===== src/mulQueuePkg.sv =====
package mulQueuePkg;

  // Operand pairs that can wait while one pair is multiplied.
  localparam int queueDepth = 4;

  // Read and write pointers wrap naturally at queueDepth.
  localparam int queuePtrWidth = 2;

endpackage


===== src/mulArithPkg.sv =====
package mulArithPkg;

  // Operand and product sizes of the signed multiplier.
  localparam int operandWidth = 16;
  localparam int productWidth = 2 * operandWidth;

  // Step counter walks one multiplier bit per cycle.
  localparam int stepWidth = 4;

  // Index of the operand sign bit, which carries negative weight.
  localparam logic [stepWidth-1:0] lastStep = stepWidth'(operandWidth - 1);

endpackage

===== src/seqMultiplier.sv =====
module seqMultiplier (
  input  logic                                 clk,
  input  logic                                 reset,
  input  logic                                 loadStrobe,
  input  logic [mulArithPkg::operandWidth-1:0] multiplicand,
  input  logic [mulArithPkg::operandWidth-1:0] multiplier,
  output logic                                 queueFull,
  output logic                                 productValid,
  output logic [mulArithPkg::productWidth-1:0] product
);
  import mulArithPkg::*;

  logic [operandWidth-1:0] headMultiplicand;
  logic [operandWidth-1:0] headMultiplier;
  logic [stepWidth-1:0]    stepIndex;

  logic queueEmpty;
  logic pop;
  logic load;
  logic clearSum;
  logic step;
  logic negateStep;
  logic capture;

  operandQueue queue (
    .clk              (clk),
    .reset            (reset),
    .push             (loadStrobe),
    .pop              (pop),
    .pushMultiplicand (multiplicand),
    .pushMultiplier   (multiplier),
    .headMultiplicand (headMultiplicand),
    .headMultiplier   (headMultiplier),
    .full             (queueFull),
    .empty            (queueEmpty)
  );

  shiftAddControl control (
    .clk          (clk),
    .reset        (reset),
    .queueEmpty   (queueEmpty),
    .stepIndex    (stepIndex),
    .pop          (pop),
    .load         (load),
    .clearSum     (clearSum),
    .step         (step),
    .negateStep   (negateStep),
    .capture      (capture),
    .productValid (productValid)
  );

  shiftAddDatapath datapath (
    .clk          (clk),
    .reset        (reset),
    .load         (load),
    .clearSum     (clearSum),
    .step         (step),
    .negateStep   (negateStep),
    .capture      (capture),
    .multiplicand (headMultiplicand),  // Head pair is valid in the pop cycle.
    .multiplier   (headMultiplier),
    .stepIndex    (stepIndex),
    .product      (product)
  );

endmodule


===== src/shiftAddDatapath.sv =====
module shiftAddDatapath (
  input  logic                                 clk,
  input  logic                                 reset,
  input  logic                                 load,
  input  logic                                 clearSum,
  input  logic                                 step,
  input  logic                                 negateStep,
  input  logic                                 capture,
  input  logic [mulArithPkg::operandWidth-1:0] multiplicand,
  input  logic [mulArithPkg::operandWidth-1:0] multiplier,
  output logic [mulArithPkg::stepWidth-1:0]    stepIndex,
  output logic [mulArithPkg::productWidth-1:0] product
);
  import mulArithPkg::*;

  logic [operandWidth-1:0] multiplicandReg;
  logic [operandWidth-1:0] multiplierReg;

  logic [productWidth-1:0] partialSum;
  logic [productWidth-1:0] extendedMultiplicand;
  logic [productWidth-1:0] selectedTerm;
  logic [productWidth-1:0] signedTerm;
  logic [productWidth-1:0] shiftedTerm;
  logic [productWidth-1:0] sumNext;

  logic multiplierBit;

  // Operand registers.
  always_ff @(posedge clk) begin
    if (load) begin
      multiplicandReg <= multiplicand;
      multiplierReg   <= multiplier;
    end
  end

  // Step counter.
  always_ff @(posedge clk or negedge reset) begin
    if (!reset) begin
      stepIndex <= '0;
    end else if (load) begin
      stepIndex <= '0;
    end else if (step) begin
      stepIndex <= stepIndex + 1'b1;  // Wraps to zero after the sign step.
    end
  end

  assign multiplierBit = multiplierReg[stepIndex];

  assign extendedMultiplicand = {{operandWidth{multiplicandReg[operandWidth-1]}},
                                 multiplicandReg};

  assign selectedTerm = multiplierBit ? extendedMultiplicand : '0;

  // Bit 15 weighs -2^15 in two's complement.
  assign signedTerm = negateStep ? (~selectedTerm + productWidth'(1)) : selectedTerm;

  assign shiftedTerm = signedTerm << stepIndex;

  assign sumNext = partialSum + shiftedTerm;

  // Partial sum.
  always_ff @(posedge clk or negedge reset) begin
    if (!reset) begin
      partialSum <= '0;
    end else if (clearSum) begin
      partialSum <= '0;               // Wins over step.
    end else if (step) begin
      partialSum <= sumNext;
    end
  end

  // Result register, held until the next capture.
  always_ff @(posedge clk or negedge reset) begin
    if (!reset) begin
      product <= '0;
    end else if (capture) begin
      product <= partialSum;
    end
  end

  // Negation only makes sense on a step that adds a term.
  negateOnlyOnStep: assert property (
    @(posedge clk) disable iff (!reset)
    negateStep |-> step
  ) else $error("shiftAddDatapath negateStep without step");

endmodule


===== src/shiftAddControl.sv =====
module shiftAddControl (
  input  logic                              clk,
  input  logic                              reset,
  input  logic                              queueEmpty,
  input  logic [mulArithPkg::stepWidth-1:0] stepIndex,
  output logic                              pop,
  output logic                              load,
  output logic                              clearSum,
  output logic                              step,
  output logic                              negateStep,
  output logic                              capture,
  output logic                              productValid
);
  import mulArithPkg::*;

  localparam logic [1:0] stateIdle    = 2'd0;
  localparam logic [1:0] stateRun     = 2'd1;
  localparam logic [1:0] stateCapture = 2'd2;
  localparam logic [1:0] stateDone    = 2'd3;

  logic [1:0] state;
  logic [1:0] stateNext;

  logic startPair;
  logic finalStep;

  // Done behaves like idle so the next pair starts without a gap.
  assign startPair = ((state == stateIdle) || (state == stateDone)) && !queueEmpty;

  assign finalStep = (state == stateRun) && (stepIndex == lastStep);

  always_ff @(posedge clk or negedge reset) begin
    if (!reset) begin
      state <= stateIdle;
    end else begin
      state <= stateNext;
    end
  end

  always_comb begin
    stateNext = state;
    case (state)
      stateIdle, stateDone: begin
        if (startPair) begin
          stateNext = stateRun;
        end else begin
          stateNext = stateIdle;
        end
      end
      stateRun: begin
        if (finalStep) begin
          stateNext = stateCapture;  // Sign bit was the last term.
        end
      end
      stateCapture: begin
        stateNext = stateDone;
      end
      default: begin
        stateNext = stateIdle;
      end
    endcase
  end

  // Pop cycle also loads the operands and clears the partial sum.
  assign pop      = startPair;
  assign load     = startPair;
  assign clearSum = startPair;

  assign step       = (state == stateRun);
  assign negateStep = finalStep;    // Negative weight of bit 15.
  assign capture    = (state == stateCapture);

  assign productValid = (state == stateDone);

  // Result register must not load while the sum is still moving.
  stepNotWithCapture: assert property (
    @(posedge clk) disable iff (!reset)
    !(step && capture)
  ) else $error("shiftAddControl step and capture together");

  productValidPulse: assert property (
    @(posedge clk) disable iff (!reset)
    productValid |=> !productValid
  ) else $error("shiftAddControl productValid longer than one cycle");

endmodule


===== src/operandQueue.sv =====
module operandQueue (
  input  logic                                 clk,
  input  logic                                 reset,
  input  logic                                 push,
  input  logic                                 pop,
  input  logic [mulArithPkg::operandWidth-1:0] pushMultiplicand,
  input  logic [mulArithPkg::operandWidth-1:0] pushMultiplier,
  output logic [mulArithPkg::operandWidth-1:0] headMultiplicand,
  output logic [mulArithPkg::operandWidth-1:0] headMultiplier,
  output logic                                 full,
  output logic                                 empty
);
  import mulArithPkg::*;
  import mulQueuePkg::*;

  logic [operandWidth-1:0] multiplicandMem [queueDepth];
  logic [operandWidth-1:0] multiplierMem [queueDepth];

  logic [queuePtrWidth-1:0] writePtr;
  logic [queuePtrWidth-1:0] readPtr;
  logic [queuePtrWidth:0]   count;    // One extra bit to tell full from empty.

  logic doPush;
  logic doPop;

  assign doPush = push && !full;
  assign doPop  = pop && !empty;

  // Pair storage.
  always_ff @(posedge clk) begin
    if (doPush) begin
      multiplicandMem[writePtr] <= pushMultiplicand;
      multiplierMem[writePtr]   <= pushMultiplier;
    end
  end

  always_ff @(posedge clk or negedge reset) begin
    if (!reset) begin
      writePtr <= '0;
    end else if (doPush) begin
      writePtr <= writePtr + 1'b1;  // Wraps at queueDepth.
    end
  end

  always_ff @(posedge clk or negedge reset) begin
    if (!reset) begin
      readPtr <= '0;
    end else if (doPop) begin
      readPtr <= readPtr + 1'b1;
    end
  end

  // Occupancy.
  always_ff @(posedge clk or negedge reset) begin
    if (!reset) begin
      count <= '0;
    end else begin
      case ({doPush, doPop})
        2'b10:   count <= count + 1'b1;
        2'b01:   count <= count - 1'b1;
        default: count <= count;  // Push with pop keeps the level.
      endcase
    end
  end

  assign full  = (count == queueDepth);
  assign empty = (count == '0);

  assign headMultiplicand = multiplicandMem[readPtr];
  assign headMultiplier   = multiplierMem[readPtr];

  // The producer must watch queueFull before it strobes.
  noPushWhileFull: assert property (
    @(posedge clk) disable iff (!reset)
    !(push && full)
  ) else $error("operandQueue push while full");

  // The sequencer must only pop a waiting pair.
  noPopWhileEmpty: assert property (
    @(posedge clk) disable iff (!reset)
    !(pop && empty)
  ) else $error("operandQueue pop while empty");

endmodule


===== config.mk =====
export PLATFORM = sky130hd
export DESIGN_NAME = seqMultiplier
export DESIGN_NICKNAME = d
export VERILOG_FILES = /design/src/mulQueuePkg.sv /design/src/mulArithPkg.sv /design/src/seqMultiplier.sv /design/src/shiftAddDatapath.sv /design/src/shiftAddControl.sv /design/src/operandQueue.sv
export SDC_FILE = /design/constraint.sdc
export NUM_CORES = 1
export LEC_CHECK = 0
export ABC_CLOCK_PERIOD_IN_PS = 5460
export BUFFER_PORTS_ARGS = -buffer_cell sky130_fd_sc_hd__buf_2
export CAP_MARGIN = 40
export CORE_MARGIN = 2
export CORE_UTILIZATION = 45
export CTS_BUF_LIST = sky130_fd_sc_hd__clkbuf_16
export CTS_CLUSTER_SIZE = 24
export DETAILED_ROUTE_END_ITERATION = 10
export SYNTH_ARGS = -nofsm -noshare
export SYNTH_HDL_FRONTEND = slang
export SYNTH_HIERARCHICAL = 1
export SYNTH_SLANG_ARGS = --single-unit
export TNS_END_PERCENT = 1

===== constraint.sdc =====
create_clock -name clk -period 5.46 [get_ports clk]
set_input_delay 1.092 -clock clk [delete_from_list [all_inputs] [get_ports clk]]
set_output_delay 1.092 -clock clk [all_outputs]
set_load 0.005 [all_outputs]

==> impl_metrics.json <==
{
  "fillCellCount": 2331,
  "cts_sinks": 237,
  "synth_fp_nets": 1038,
  "drt_iter0_drc": 427,
  "slowest_delay_ps": 550,
  "multi_input_area_um2": 5260,
  "grtUsageTotal_pct": 17.7,
  "top_usage_layer": "met2",
  "ys_types": 81,
  "vias": 7903,
  "dr.pass1.iters": 6,
  "finalSetupViolations": 0,
  "path_clk_slew_ps": 60,
  "rrSetupSlack_ps": 220,
  "tritoncts": "done",
  "r2r_cells": 21,
  "crit_chain": "mux4_2 > mux4_2 > and2_1 > ha_1 > o21ai_1 > nand2b_4 > and3_1 > a21oi_2 > mux2_1 > mux2i_1 > ha_2 > o21ai_0 > o21ai_0 > a21o_1 > a22o_1 > a21oi_2 > buf_4 > nand2b_1 > a21oi_1 > mux2_2 > a21oi_1",
  "initial_core_util_pct": 45.8,
  "vias_per_cell": 5.62,
  "seq_area_frac_synth_pct": 54.7,
  "required_ps": 5940,
  "cp_max_fo": 7,
  "ir_drop_mv": 0.325,
  "die_y_um": 169,
  "die_area_um2": 28700,
  "core_area_um2": 26900,
  "hpwl_um": 17200,
  "numCtsBuffers": 25,
  "ant_nets": 0,
  "final_layout_size_suffix_gt1_share_pct": 24.8,
  "clk_latency_ps": 560,
  "finClkSkew_ps": 31.9,
  "arrival_ps": 5720,
  "slew_viol_final": 0,
  "timing.final.crit_share_pct": 96.0,
  "final_cell_mix": "edfxtp_1 (160), nor2_1 (78), dfrtp_1 (74)",
  "fmax_ghz": 0.191,
  "ios": 69,
  "syn_area_um2": 12300,
  "cp-end-kind": "flip-flop",
  "netlist_instances": 955,
  "remaining_drc_errors": 0,
  "cts_root_buffer": "clkbuf_16",
  "crit_end": "datapath/partialSum[27]",
  "rsz0062_at_grt": "true",
  "setup_tns_ps": 0,
  "ys.flop_type": "edfxtp_1",
  "crit_start": "datapath/stepIndex[0]",
  "grt_pass1_wl_um": 41100,
  "clock_path_buffers": 3,
  "synth_warnings": 6,
  "async_flop_share_pct": 32.5,
  "finalPower_mw": 8.91,
  "worstSetupPathType": "reg -> reg",
  "met2_usage_pct": 29.3,
  "hp-class": "reg -> reg",
  "grt_use_met3_pct": 2.43,
  "r2r_end": "datapath/partialSum[27]",
  "gp_congestion": 0.919,
  "grt_antenna_before_repair": 0,
  "startpoint_type": "flip-flop",
  "hold_viol": 0,
  "postCtsHoldBufs": 0,
  "status": "finished, final reports clean",
  "grt_max_degree": 54,
  "synth_seq_cells": 237,
  "gr-total-overflow": 0,
  "drv_cap": 0,
  "finalWirelength_um": 24800,
  "finalNetCount": 1128,
  "grt_pass1_vias": 7846,
  "wire_per_inst_um": 17.7,
  "met1_usage_pct": 24.5,
  "chipWidth_um": 169,
  "syn_avg_cell_area_um2": 12.9,
  "synth_edf_count": 160,
  "regArea_um2": 6740,
  "crit_slowest_cell": "mux4_2",
  "r2r-start": "datapath/stepIndex[0]",
  "power.leakage_nw": 5.64,
  "worst_pin_slew_ps": 797,
  "min_period_ps": 5240,
  "io_buffer_count": 68,
  "htreeDepth": 1,
  "relSlewSlack_pct": 46.7,
  "p_per_area_nw_per_um2": 637,
  "placementRows": 60,
  "syn2layout_area_growth_pct": 13.7,
  "final_common_cell": "edfxtp_1",
  "antennaDiodeCount": 0
}
==> worst min path at each step <==
stage | start | to | slack, ps | depth (start not counted)
finish | datapath/product[15] | datapath/product[15] | 500 | 1
global route | datapath/product[19] | datapath/product[19] | 520 | 1
CTS | datapath/product[12] | datapath/product[12] | 500 | 1
detailed placement | datapath/product[16] | datapath/product[16] | 490 | 1
global placement | datapath/product[14] | datapath/product[14] | 480 | 1
floorplan | queue/count[2] | queue/count[2] | 480 | 1
==> stage by stage <==
stage / util [%] / cells / area [um^2] / hold slack, ps / worst slack, ps
6_report: 52.1 / 1405 / 14000 / 498 / 220
5_1_grt: 52.1 / 1405 / 14000 / 515 / -1.59
4_1_cts: 51.7 / 1402 / 13900 / 504 / 14.4
3_5_place_dp: 48.9 / 1356 / 13200 / 491 / 5.41
3_3_place_gp: 48.9 / 1356 / 13200 / 485 / 154
2_1_floorplan: - / 955 / 12300 / 476 / 30.9
==> sequential cells by signal (all words and copies together), names as in the netlist <==
signal and cells:
datapath/stepIndex 4, control/state 2, queue/multiplierMem 64, datapath/multiplierReg 16, queue/writePtr 2, queue/readPtr 2
queue/multiplicandMem 64, datapath/multiplicandReg 16, datapath/partialSum 32, datapath/product 32, queue/count 3
==> area by class of cell <==
type	instances	area share, %
Timing Repair Buffer	120	5.27
Multi-Input combinational cell	639	37.6
Tap cell	341	3.05
Inverter	22	0.590
Clock inverter	20	0.706
Clock buffer	26	4.65
Sequential cell	237	48.1
==> where the power goes <==
group	switching, mW	internal [mW]	total, mW
sequential	0.341	2.60	2.94
combinational	2.49	1.93	4.42
clock	0.685	0.861	1.55
total	3.52	5.39	8.91
==> cell families (layout without fill, tap and decap cells) <==
| kind of cell | Yosys count | in the layout | share of synthesized area [%] |
|---|---|---|---|
| buffers and inverters | 79 | 188 | 3.22 |
| AND/OR/NAND/NOR | 227 | 227 | 9.00 |
| multiplexers | 107 | 107 | 13.0 |
| adder cells (fa/ha/maj) | 48 | 48 | 5.00 |
| flip-flops | 237 | 237 | 54.7 |
| AO/OA/AOI/OAI | 217 | 217 | 12.2 |
| XOR/XNOR | 40 | 40 | 2.85 |
==> synth_stat cells (5+ instances only) <==
cell type  number  share of area, %
buf_2           8              0.33
nand4_1         5              0.25
a211oi_1       12              0.73
a31oi_1         8              0.41
a22o_1          7              0.50
nor4_1          7              0.36
xnor2_1        28               2.0
edfxtp_1      160                39
a21o_1         17               1.0
inv_1          21              0.64
and2_1         15              0.76
buf_1           5              0.15
o21ai_0        38               1.5
mux2i_1        27               2.2
nand2_1        53               1.6
nand3_1        15              0.61
mux4_2         33               6.0
o31ai_1         6              0.37
nand2b_1        7              0.36
and3_1          7              0.36
ha_1           46               4.7
xor2_1         12              0.85
a21oi_1        55               2.2
clkbuf_1       34               1.0
o21bai_1        5              0.30
nor2_1         78               2.4
or3_1           6              0.30
o21a_1         14              0.85
nor3_1         12              0.49
o211ai_1        7              0.43
dfrtp_1        77                16
mux2_2         41               3.8
==> critical path: cells and delay by family (launching register included) <==
kind	cells	cell delay, ps
compound gates	9	1400
fa+ha+maj	2	640
buf+inv	1	130
flops	1	450
mux	5	1960
simple gates	4	560
==> per-layer routing <==
| metal | part of all wire (%) | vias to the layer above |
|---|---|---|
| met4 | 3.0 | 0 |
| met3 | 4.1 | 48 |
| met5 | 0 | - |
| met2 | 48 | 177 |
| met1 | 45 | 3847 |
| li1 | - | 3831 |
==> timing repair <==
| action | in CTS | in global routing |
|---|---|---|
| resized for setup | 0 | 19 |
| buffers inserted | 0 | 3 |
| endpoints found under the setup margin | 0 | 12 |
No activity file was read; power rests on OpenSTA's default activity.
